`config.mk`:
```
export PLATFORM = sky130hd
export DESIGN_NAME = csi_bridge_top
export DESIGN_NICKNAME = d
export VERILOG_FILES = /design/src/source/csi_bridge_pkg.sv /design/src/source/axil_reg_slave.sv /design/src/source/backlight_pwm.sv /design/src/source/csi_bridge_top.sv /design/src/source/csi_lane_align.sv /design/src/source/csi_pattern_source.sv /design/src/source/frame_monitor.sv
export SDC_FILE = /design/constraint.sdc
export NUM_CORES = 1
export LEC_CHECK = 0
export ABC_CLOCK_PERIOD_IN_PS = 3900
export BUFFER_PORTS_ARGS = -buffer_cell sky130_fd_sc_hd__buf_4
export CORE_UTILIZATION = 54
export CTS_CLUSTER_DIAMETER = 50
export DETAILED_ROUTE_END_ITERATION = 10
export GPL_ROUTABILITY_DRIVEN = 0
export PLACE_DENSITY = 0.84
export SYNTH_ARGS = -nofsm -noshare
export SYNTH_HDL_FRONTEND = slang
export SYNTH_SLANG_ARGS = --single-unit
```
`constraint.sdc`:
```
create_clock -name w_csi_rx_clk -period 3.9 [get_ports w_csi_rx_clk]
set_input_delay 0.39 -clock w_csi_rx_clk [delete_from_list [all_inputs] [get_ports w_csi_rx_clk]]
set_output_delay 0.39 -clock w_csi_rx_clk [all_outputs]
set_load 0.05 [all_outputs]
```
`src/source/csi_bridge_pkg.sv`:
```
package csi_bridge_pkg;

	//////////////////////////////
	// AXI4-Lite register bus
	//////////////////////////////

	localparam int AXI_ADDR_W = 4;
	localparam int AXI_DATA_W = 32;

	// Register map, word aligned
	localparam logic [AXI_ADDR_W-1:0] REG_CTRL   = 4'h0;
	localparam logic [AXI_ADDR_W-1:0] REG_PWM    = 4'h4;
	// Read only
	localparam logic [AXI_ADDR_W-1:0] REG_FRAMES = 4'h8;

	// Only the two responses this slave ever returns
	typedef enum logic [1:0] {
		RESP_OKAY   = 2'b00,
		RESP_SLVERR = 2'b10
	} resp_t;

	//////////////////////////////
	// CSI lanes and video word
	//////////////////////////////

	localparam int LANE_COUNT  = 4;
	localparam int LANE_BYTE_W = 8;
	localparam int PIX_W       = LANE_COUNT * LANE_BYTE_W;

	// Board swaps p/n on D1 and D0
	localparam logic [LANE_COUNT-1:0] LANE_INVERT = 4'b0011;

	// Frame monitor and backlight
	localparam int FRAME_CNT_W = 16;
	localparam int LED_BIT     = 3;
	localparam int PWM_DUTY_W  = 8;
	localparam int PWM_CNT_W   = 12;

	// Test pattern timing, in clocks and lines
	localparam int PAT_H_ACTIVE = 16;
	localparam int PAT_H_TOTAL  = 24;
	localparam int PAT_V_ACTIVE = 4;
	localparam int PAT_V_TOTAL  = 6;
	localparam int PAT_H_CNT_W  = $clog2(PAT_H_TOTAL);
	localparam int PAT_V_CNT_W  = $clog2(PAT_V_TOTAL);

	// One bus word, seen as control or as PWM register
	typedef union packed {
		struct packed {
			logic [AXI_DATA_W-2:0] rsvd;
			logic                  pattern_en;
		} ctrl;
		struct packed {
			logic [AXI_DATA_W-PWM_DUTY_W-1:0] rsvd;
			logic [PWM_DUTY_W-1:0]            duty;
		} pwm;
	} reg_word_u;

endpackage

```
`src/source/axil_reg_slave.sv`:
```
`timescale 1ns/100ps

module axil_reg_slave import csi_bridge_pkg::*; (
	input  logic                   w_csi_rx_clk,
	input  logic                   w_sys_rstn,

	// Write address, data and response
	input  logic [AXI_ADDR_W-1:0]  awaddr_i,
	input  logic                   awvalid_i,
	output logic                   awready_o,
	input  logic [AXI_DATA_W-1:0]  wdata_i,
	input  logic                   wvalid_i,
	output logic                   wready_o,
	output resp_t                  bresp_o,
	output logic                   bvalid_o,
	input  logic                   bready_i,

	// Read address and data
	input  logic [AXI_ADDR_W-1:0]  araddr_i,
	input  logic                   arvalid_i,
	output logic                   arready_o,
	output logic [AXI_DATA_W-1:0]  rdata_o,
	output resp_t                  rresp_o,
	output logic                   rvalid_o,
	input  logic                   rready_i,

	input  logic [FRAME_CNT_W-1:0] frame_count_i,
	output logic                   pattern_en_o,
	output logic [PWM_DUTY_W-1:0]  pwm_duty_o
);

	logic      wr_fire;
	logic      wr_ok;
	logic      rd_fire;
	logic      rd_ok;
	reg_word_u wr_word;
	reg_word_u rd_word;

	//////////////////////////////
	// Write channel
	//////////////////////////////

	// AW and W taken together, blocked while B is pending
	assign wr_fire   = awvalid_i && wvalid_i && !bvalid_o;
	assign awready_o = wr_fire;
	assign wready_o  = wr_fire;

	assign wr_word = wdata_i;
	// Only CTRL and PWM are writable
	assign wr_ok   = (awaddr_i == REG_CTRL) || (awaddr_i == REG_PWM);

	always_ff @(posedge w_csi_rx_clk or negedge w_sys_rstn) begin
		if (!w_sys_rstn) begin
			bvalid_o     <= 1'b0;
			pattern_en_o <= 1'b0;
			pwm_duty_o   <= '0;
		end else begin
			// Response held until master takes it
			if (wr_fire)
				bvalid_o <= 1'b1;
			else if (bready_i)
				bvalid_o <= 1'b0;

			// Same word, decoded by address
			if (wr_fire) begin
				case (awaddr_i)
					REG_CTRL: pattern_en_o <= wr_word.ctrl.pattern_en;
					REG_PWM:  pwm_duty_o   <= wr_word.pwm.duty;
					default:  ;
				endcase
			end
		end
	end

	always_ff @(posedge w_csi_rx_clk) begin
		if (wr_fire)
			bresp_o <= wr_ok ? RESP_OKAY : RESP_SLVERR;
	end

	//////////////////////////////
	// Read channel
	//////////////////////////////

	assign arready_o = !rvalid_o;
	assign rd_fire   = arvalid_i && !rvalid_o;

	// Readback mux, unmapped reads give zero
	always_comb begin
		rd_word = '0;
		rd_ok   = 1'b1;
		case (araddr_i)
			REG_CTRL:   rd_word.ctrl.pattern_en = pattern_en_o;
			REG_PWM:    rd_word.pwm.duty        = pwm_duty_o;
			REG_FRAMES: rd_word                 = AXI_DATA_W'(frame_count_i);
			default:    rd_ok                   = 1'b0;
		endcase
	end

	always_ff @(posedge w_csi_rx_clk or negedge w_sys_rstn) begin
		if (!w_sys_rstn)
			rvalid_o <= 1'b0;
		else if (rd_fire)
			rvalid_o <= 1'b1;
		else if (rready_i)
			rvalid_o <= 1'b0;
	end

	// Data captured with the AR handshake
	always_ff @(posedge w_csi_rx_clk) begin
		if (rd_fire) begin
			rdata_o <= rd_word;
			rresp_o <= rd_ok ? RESP_OKAY : RESP_SLVERR;
		end
	end

	// Responses may not be withdrawn under back-pressure
	a_bvalid_hold: assert property (@(posedge w_csi_rx_clk) disable iff (!w_sys_rstn)
		bvalid_o && !bready_i |=> bvalid_o);
	a_rvalid_hold: assert property (@(posedge w_csi_rx_clk) disable iff (!w_sys_rstn)
		rvalid_o && !rready_i |=> rvalid_o);

endmodule

```
`src/source/backlight_pwm.sv`:
```
`timescale 1ns/100ps

module backlight_pwm import csi_bridge_pkg::*; (
	input  logic                  w_csi_rx_clk,
	input  logic                  w_sys_rstn,
	input  logic [PWM_DUTY_W-1:0] duty_i,
	output logic                  pwm_o
);

	logic [PWM_CNT_W-1:0] pwm_cnt;
	logic [PWM_CNT_W-1:0] duty_level;

	// Duty scaled to counter range, 16 counts per step
	assign duty_level = {duty_i, {(PWM_CNT_W - PWM_DUTY_W){1'b0}}};

	always_ff @(posedge w_csi_rx_clk or negedge w_sys_rstn) begin
		if (!w_sys_rstn) begin
			pwm_cnt <= '0;
			pwm_o   <= 1'b0;
		end else begin
			pwm_cnt <= pwm_cnt + 1'b1;
			// Zero duty never beats the counter, backlight off
			pwm_o   <= duty_level > pwm_cnt;
		end
	end

	a_off_at_zero: assert property (@(posedge w_csi_rx_clk) disable iff (!w_sys_rstn)
		(duty_i == '0) && $past(duty_i == '0) |-> !pwm_o);

endmodule

```
`src/source/csi_bridge_top.sv`:
```
`timescale 1ns/100ps

module csi_bridge_top import csi_bridge_pkg::*; (
	input  logic                   w_csi_rx_clk,
	input  logic                   w_sys_rstn,

	// AXI4-Lite slave port
	input  logic [AXI_ADDR_W-1:0]  awaddr_i,
	input  logic                   awvalid_i,
	output logic                   awready_o,
	input  logic [AXI_DATA_W-1:0]  wdata_i,
	input  logic                   wvalid_i,
	output logic                   wready_o,
	output logic [1:0]             bresp_o,
	output logic                   bvalid_o,
	input  logic                   bready_i,
	input  logic [AXI_ADDR_W-1:0]  araddr_i,
	input  logic                   arvalid_i,
	output logic                   arready_o,
	output logic [AXI_DATA_W-1:0]  rdata_o,
	output logic [1:0]             rresp_o,
	output logic                   rvalid_o,
	input  logic                   rready_i,

	// CSI HS lane bytes and decoder flags
	input  logic [LANE_BYTE_W-1:0] csi_rxd0_hs_i,
	input  logic [LANE_BYTE_W-1:0] csi_rxd1_hs_i,
	input  logic [LANE_BYTE_W-1:0] csi_rxd2_hs_i,
	input  logic [LANE_BYTE_W-1:0] csi_rxd3_hs_i,
	input  logic                   csi_vsync_i,
	input  logic                   csi_hsync_i,
	input  logic                   csi_valid_i,

	// Video out
	output logic                   vid_vs_o,
	output logic                   vid_hs_o,
	output logic                   vid_de_o,
	output logic [PIX_W-1:0]       vid_data_o,

	output logic                   led_o,
	output logic                   dsi_pwm_o
);

	// Register outputs
	logic                   pattern_en;
	logic [PWM_DUTY_W-1:0]  pwm_duty;
	logic [FRAME_CNT_W-1:0] frame_count;

	// Corrected lane stream
	logic                   al_vs;
	logic                   al_hs;
	logic                   al_de;
	logic [PIX_W-1:0]       al_data;

	//////////////////////////////
	// Control registers
	//////////////////////////////

	axil_reg_slave axil_reg_slave_inst (
		.w_csi_rx_clk  (w_csi_rx_clk),
		.w_sys_rstn    (w_sys_rstn),
		.awaddr_i      (awaddr_i),
		.awvalid_i     (awvalid_i),
		.awready_o     (awready_o),
		.wdata_i       (wdata_i),
		.wvalid_i      (wvalid_i),
		.wready_o      (wready_o),
		.bresp_o       (bresp_o),
		.bvalid_o      (bvalid_o),
		.bready_i      (bready_i),
		.araddr_i      (araddr_i),
		.arvalid_i     (arvalid_i),
		.arready_o     (arready_o),
		.rdata_o       (rdata_o),
		.rresp_o       (rresp_o),
		.rvalid_o      (rvalid_o),
		.rready_i      (rready_i),
		.frame_count_i (frame_count),
		.pattern_en_o  (pattern_en),
		.pwm_duty_o    (pwm_duty)
	);

	//////////////////////////////
	// Video path
	//////////////////////////////

	// Stage 1, lane polarity and packing
	csi_lane_align csi_lane_align_inst (
		.w_csi_rx_clk (w_csi_rx_clk),
		.w_sys_rstn   (w_sys_rstn),
		.lane0_i      (csi_rxd0_hs_i),
		.lane1_i      (csi_rxd1_hs_i),
		.lane2_i      (csi_rxd2_hs_i),
		.lane3_i      (csi_rxd3_hs_i),
		.vsync_i      (csi_vsync_i),
		.hsync_i      (csi_hsync_i),
		.valid_i      (csi_valid_i),
		.vs_o         (al_vs),
		.hs_o         (al_hs),
		.de_o         (al_de),
		.data_o       (al_data)
	);

	// Stage 2, pattern or camera
	csi_pattern_source csi_pattern_source_inst (
		.w_csi_rx_clk (w_csi_rx_clk),
		.w_sys_rstn   (w_sys_rstn),
		.pattern_en_i (pattern_en),
		.rx_vs_i      (al_vs),
		.rx_hs_i      (al_hs),
		.rx_de_i      (al_de),
		.rx_data_i    (al_data),
		.vs_o         (vid_vs_o),
		.hs_o         (vid_hs_o),
		.de_o         (vid_de_o),
		.data_o       (vid_data_o)
	);

	// Counts frames on the outgoing stream
	frame_monitor frame_monitor_inst (
		.w_csi_rx_clk  (w_csi_rx_clk),
		.w_sys_rstn    (w_sys_rstn),
		.vs_i          (vid_vs_o),
		.frame_count_o (frame_count),
		.led_o         (led_o)
	);

	// LCD backlight
	backlight_pwm backlight_pwm_inst (
		.w_csi_rx_clk (w_csi_rx_clk),
		.w_sys_rstn   (w_sys_rstn),
		.duty_i       (pwm_duty),
		.pwm_o        (dsi_pwm_o)
	);

endmodule

```
`src/source/csi_lane_align.sv`:
```
`timescale 1ns/100ps

module csi_lane_align import csi_bridge_pkg::*; (
	input  logic                   w_csi_rx_clk,
	input  logic                   w_sys_rstn,
	input  logic [LANE_BYTE_W-1:0] lane0_i,
	input  logic [LANE_BYTE_W-1:0] lane1_i,
	input  logic [LANE_BYTE_W-1:0] lane2_i,
	input  logic [LANE_BYTE_W-1:0] lane3_i,
	input  logic                   vsync_i,
	input  logic                   hsync_i,
	input  logic                   valid_i,
	output logic                   vs_o,
	output logic                   hs_o,
	output logic                   de_o,
	output logic [PIX_W-1:0]       data_o
);

	logic [LANE_BYTE_W-1:0] lane_byte [LANE_COUNT];
	logic [PIX_W-1:0]       fixed_word;

	assign lane_byte[0] = lane0_i;
	assign lane_byte[1] = lane1_i;
	assign lane_byte[2] = lane2_i;
	assign lane_byte[3] = lane3_i;

	// Undo swapped p/n pairs, lane i lands in byte i
	always_comb begin
		for (int i = 0; i < LANE_COUNT; i++) begin
			fixed_word[i*LANE_BYTE_W +: LANE_BYTE_W] =
				lane_byte[i] ^ {LANE_BYTE_W{LANE_INVERT[i]}};
		end
	end

	always_ff @(posedge w_csi_rx_clk or negedge w_sys_rstn) begin
		if (!w_sys_rstn) begin
			vs_o <= 1'b0;
			hs_o <= 1'b0;
			de_o <= 1'b0;
		end else begin
			vs_o <= vsync_i;
			hs_o <= hsync_i;
			// Pixel only counts inside the line
			de_o <= hsync_i && valid_i;
		end
	end

	always_ff @(posedge w_csi_rx_clk) begin
		data_o <= fixed_word;
	end

endmodule

```
`src/source/csi_pattern_source.sv`:
```
`timescale 1ns/100ps

module csi_pattern_source import csi_bridge_pkg::*; (
	input  logic             w_csi_rx_clk,
	input  logic             w_sys_rstn,
	input  logic             pattern_en_i,
	input  logic             rx_vs_i,
	input  logic             rx_hs_i,
	input  logic             rx_de_i,
	input  logic [PIX_W-1:0] rx_data_i,
	output logic             vs_o,
	output logic             hs_o,
	output logic             de_o,
	output logic [PIX_W-1:0] data_o
);

	logic [PAT_H_CNT_W-1:0] pix_cnt;
	logic [PAT_V_CNT_W-1:0] line_cnt;
	logic                   pat_vs;
	logic                   pat_hs;
	logic [PIX_W-1:0]       pat_data;

	//////////////////////////////
	// Pattern timing
	//////////////////////////////

	// Held at origin while disabled, so a new run starts at line 0 pixel 0
	always_ff @(posedge w_csi_rx_clk or negedge w_sys_rstn) begin
		if (!w_sys_rstn) begin
			pix_cnt  <= '0;
			line_cnt <= '0;
		end else if (!pattern_en_i) begin
			pix_cnt  <= '0;
			line_cnt <= '0;
		end else if (pix_cnt == PAT_H_CNT_W'(PAT_H_TOTAL - 1)) begin
			pix_cnt <= '0;
			// End of frame wraps to line 0
			if (line_cnt == PAT_V_CNT_W'(PAT_V_TOTAL - 1))
				line_cnt <= '0;
			else
				line_cnt <= line_cnt + 1'b1;
		end else begin
			pix_cnt <= pix_cnt + 1'b1;
		end
	end

	// Active window
	assign pat_vs   = line_cnt < PAT_V_CNT_W'(PAT_V_ACTIVE);
	assign pat_hs   = pat_vs && (pix_cnt < PAT_H_CNT_W'(PAT_H_ACTIVE));
	// Ramp, pixel index within the line
	assign pat_data = PIX_W'(pix_cnt);

	//////////////////////////////
	// Output select
	//////////////////////////////

	always_ff @(posedge w_csi_rx_clk or negedge w_sys_rstn) begin
		if (!w_sys_rstn) begin
			vs_o <= 1'b0;
			hs_o <= 1'b0;
			de_o <= 1'b0;
		end else if (pattern_en_i) begin
			vs_o <= pat_vs;
			hs_o <= pat_hs;
			// de and hs coincide in the pattern
			de_o <= pat_hs;
		end else begin
			vs_o <= rx_vs_i;
			hs_o <= rx_hs_i;
			de_o <= rx_de_i;
		end
	end

	always_ff @(posedge w_csi_rx_clk) begin
		data_o <= pattern_en_i ? pat_data : rx_data_i;
	end

	// Holds for both sources, the camera one via the aligner
	a_de_in_line: assert property (@(posedge w_csi_rx_clk) disable iff (!w_sys_rstn)
		de_o |-> hs_o);

endmodule

```
`src/source/frame_monitor.sv`:
```
`timescale 1ns/100ps

module frame_monitor import csi_bridge_pkg::*; (
	input  logic                   w_csi_rx_clk,
	input  logic                   w_sys_rstn,
	input  logic                   vs_i,
	output logic [FRAME_CNT_W-1:0] frame_count_o,
	output logic                   led_o
);

	logic vs_q;
	logic frame_start;

	// Rising vsync marks a new frame
	assign frame_start = vs_i && !vs_q;

	always_ff @(posedge w_csi_rx_clk or negedge w_sys_rstn) begin
		if (!w_sys_rstn) begin
			vs_q          <= 1'b0;
			frame_count_o <= '0;
		end else begin
			vs_q <= vs_i;
			// Wraps on overflow
			if (frame_start)
				frame_count_o <= frame_count_o + 1'b1;
		end
	end

	// Toggles every 8 frames
	assign led_o = frame_count_o[LED_BIT];

endmodule

```
==> results.md <==
* PD cells at 603 mW/mm²
* Setup TNS at 0 ps
* Largest net degree at the start of global routing at 56
* Sequential area share after synthesis at 65.3%
* Cts bufs inserted at 17
* Fin. max-slew vios at 0
* Initial Utilization at 55.9%
* I/O Buffers at 117
* CTS clock-pin slew for the worst setup and hold paths at 70 ps
* Die Wd at 97.2 µm
* Met1 GRT Util at 23.9%
* CORE AREA at 0.00876 mm²
* Die area at 0.00946 mm²
* Post-Synth XOR/XNOR Area at 5.01%
* Tot Pwr at 4.00 mW
* Simple-Gate Fraction of Synth Area at 13.4%
* Critical Path Source Type: flip-flop
* Async SR Flop Fraction at 40.1%
* Routed wire per std cell at 16.1 µm
* Synth top cells by count: dfxtp_1 (64), dfrtp_1 (55), inv_1 (36)
* Hpwl dp at 6380 µm
* Max Freq at 517 MHz
* Relative slew slack at 28.4%
* YS warnings at 0
* CP endpoint kind: output port
* Drt via density at 4.84
* Post-synthesis mux area share at 3.86%
* Total track usage at 22.6%
* Synth Area in Adders at 3.07%
* Initial antenna violation count at 0
* # nets final at 629
* Post-synth cell types at 43
* Remaining global-route overflow at 0
* FF+latch count, synth at 137
* Share of cells above drive strength 1 at 32.1%
* Finish-stage setup viols at 0
* Post-route cell area at 0.00663 mm²
* Main synth FF type: dfxtp_1
* Via count at 3177
* Compound-Gate Fraction of Synth Area at 3.17%
* CP required at 3510 ps
* Final Hold Viols at 0
* H-tree levels at 4
* Worst IR Drop VDD at 0.484 mV
* Detailed Route WL at 10600 µm
* Final core occ at 75.7%
* Crit-path max FO at 4
* Top-area cell type share of the netlist area at 28.1%
* Critical path arrival at 1540 ps
* Area growth, synth to finish at 35.4%
* Vias in the first global route at 3313
* Final critical-path share of the clock period at 49.6%
* CTS max path bufs at 2
* Clock Skew at 10.8 ps
* Post-CTS Setup Bufs at 0
* Pleak at 3.16 nW
* Final std cells w/o fill at 656
* Syn_area_per_cell at 12.8 µm²
* First-pass GRT wire length at 16300 µm
* Initial drt markers at 104
* Cell with the most instances after synthesis: dfxtp_1
* Synth Instances at 383
* Outcome: finished, final reports clean
* WS Path Type: flip-flop to output port
* Grt met3 use at 7.84%
* Drt first pass iters at 5
* Combinational family with the most area after synthesis: simple AND/OR/NAND/NOR gates
* Area leader, netlist: dfrtp_1
* Cell Area, Synth at 0.00490 mm²
* Root Buffer Master: clkbuf_8
* Die Ht at 97.2 µm
* Area after DPL at 0.00583 mm²
* Fin worst setup slack at 1970 ps
* Number of placed instances, taps included at 602
* Hold Slack at 21.8 ps
* Clock sink count at 137
* Worst slack, placed at 2050 ps
* Clock Latency Late Sink at 520 ps
* Ports at 160
* CTS tree: done
* Busiest grt layer: met2
* # diodes at 0
* Routed Antenna Nets at 0
* Tmin final at 1930 ps
* Max Cap Violations at 0
* Top post-synthesis cells by area: dfrtp_1 (28%), dfxtp_1 (26%), edfxtp_1 (11%)
* Worst-margin pin slew at 1060 ps
* Row cnt at 34
* Post-route DRC violation count at 0
* RSZ-0062 raised after global routing: no
* Hold Path Class: input port to flip-flop
* Post-synth EDFFs at 18
* Met2 usage at 40.8%
-- power by group --
group,leakage (nW),internal (mW),total [mW],switching (mW)
clock network,0.295,0.945,1.59,0.647
registers,1.43,1.58,1.68,0.105
logic,1.44,0.248,0.721,0.473
-- placed cells by master (no fill, tap or decap), types with 12 or more instances in the layout --
| cell | n |
|---|---|
| nor2b_1 | 29 |
| inv_1 | 36 |
| dfxtp_1 | 64 |
| buf_4 | 119 |
| nand2_1 | 16 |
| dfrtp_1 | 55 |
| and2_1 | 12 |
| clkbuf_16 | 16 |
| ha_1 | 12 |
| edfxtp_1 | 18 |
| xnor2_1 | 19 |
| conb_1 | 18 |
| dlygate4sd3_1 | 22 |
| mux2_2 | 15 |
-- flip-flops by register name (all words and copies together) (netlist names), 3 cells and up --
name and flops:
csi_lane_align_inst.data_o 32, csi_pattern_source_inst.data_o 32, axil_reg_slave_inst.rdata_o 16, frame_monitor_inst.frame_count_o 16, backlight_pwm_inst.pwm_cnt 12, axil_reg_slave_inst.pwm_duty_o 8
csi_pattern_source_inst.pix_cnt 5, csi_pattern_source_inst.line_cnt 3
-- worst max-delay path, cell delays in order, from the launching register on --
cell and delay, ps:
dfrtp_1 410, nand3b_1 240, inv_1 150, buf_4 220
-- metal layers --
layer / share of wire [%] / up-vias
li1: - / 1526
met5: 0 / -
met4: 1.7 / 0
met2: 52 / 117
met1: 38 / 1521
met3: 7.6 / 13
-- area by class of cell --
class | instances | area [µm²]
Fill cell | 521 | 2130
Timing Repair Buffer | 141 | 1110
Tap cell | 108 | 135
Inverter | 36 | 135
Multi-Input combinational cell | 202 | 1460
Sequential cell | 137 | 3200
Clock buffer | 18 | 428
Clock inverter | 14 | 158
-- repair_timing --
| item | 4_1_cts | 5_1_grt |
|---|---|---|
| hold buffers | 19 | 3 |
| endpoints found under the hold margin | 73 | 3 |
| gates resized for setup | 0 | 0 |
-- worst paths after layout --
kind | to | start | slack [ps] | cells after the start
min | csi_lane_align_inst.data_o[12] | csi_rxd1_hs_i[4] | 20 | 2
max in group asynchronous | axil_reg_slave_inst.pwm_duty_o[4] | w_sys_rstn | 2970 | 2
max reg2reg | csi_pattern_source_inst.line_cnt[2] | csi_pattern_source_inst.pix_cnt[0] | 2260 | 5
min in group asynchronous | frame_monitor_inst.frame_count_o[14] | w_sys_rstn | 480 | 2
min reg2reg | csi_pattern_source_inst.data_o[12] | csi_lane_align_inst.data_o[12] | 440 | 1
max | awready_o | axil_reg_slave_inst.bvalid_o | 1970 | 3
-- kinds of logic (layout without fill, tap and decap cells) --
group | count (synthesis) | after routing
AO/OA/AOI/OAI | 22 | 22
XOR/XNOR | 28 | 28
AND/OR/NAND/NOR | 105 | 105
other | 1 | 18
adder cells (fa/ha/maj) | 12 | 12
flip-flops | 137 | 137
multiplexers | 17 | 17
buffers and inverters | 61 | 209
Power figures use the tool's default switching activity.
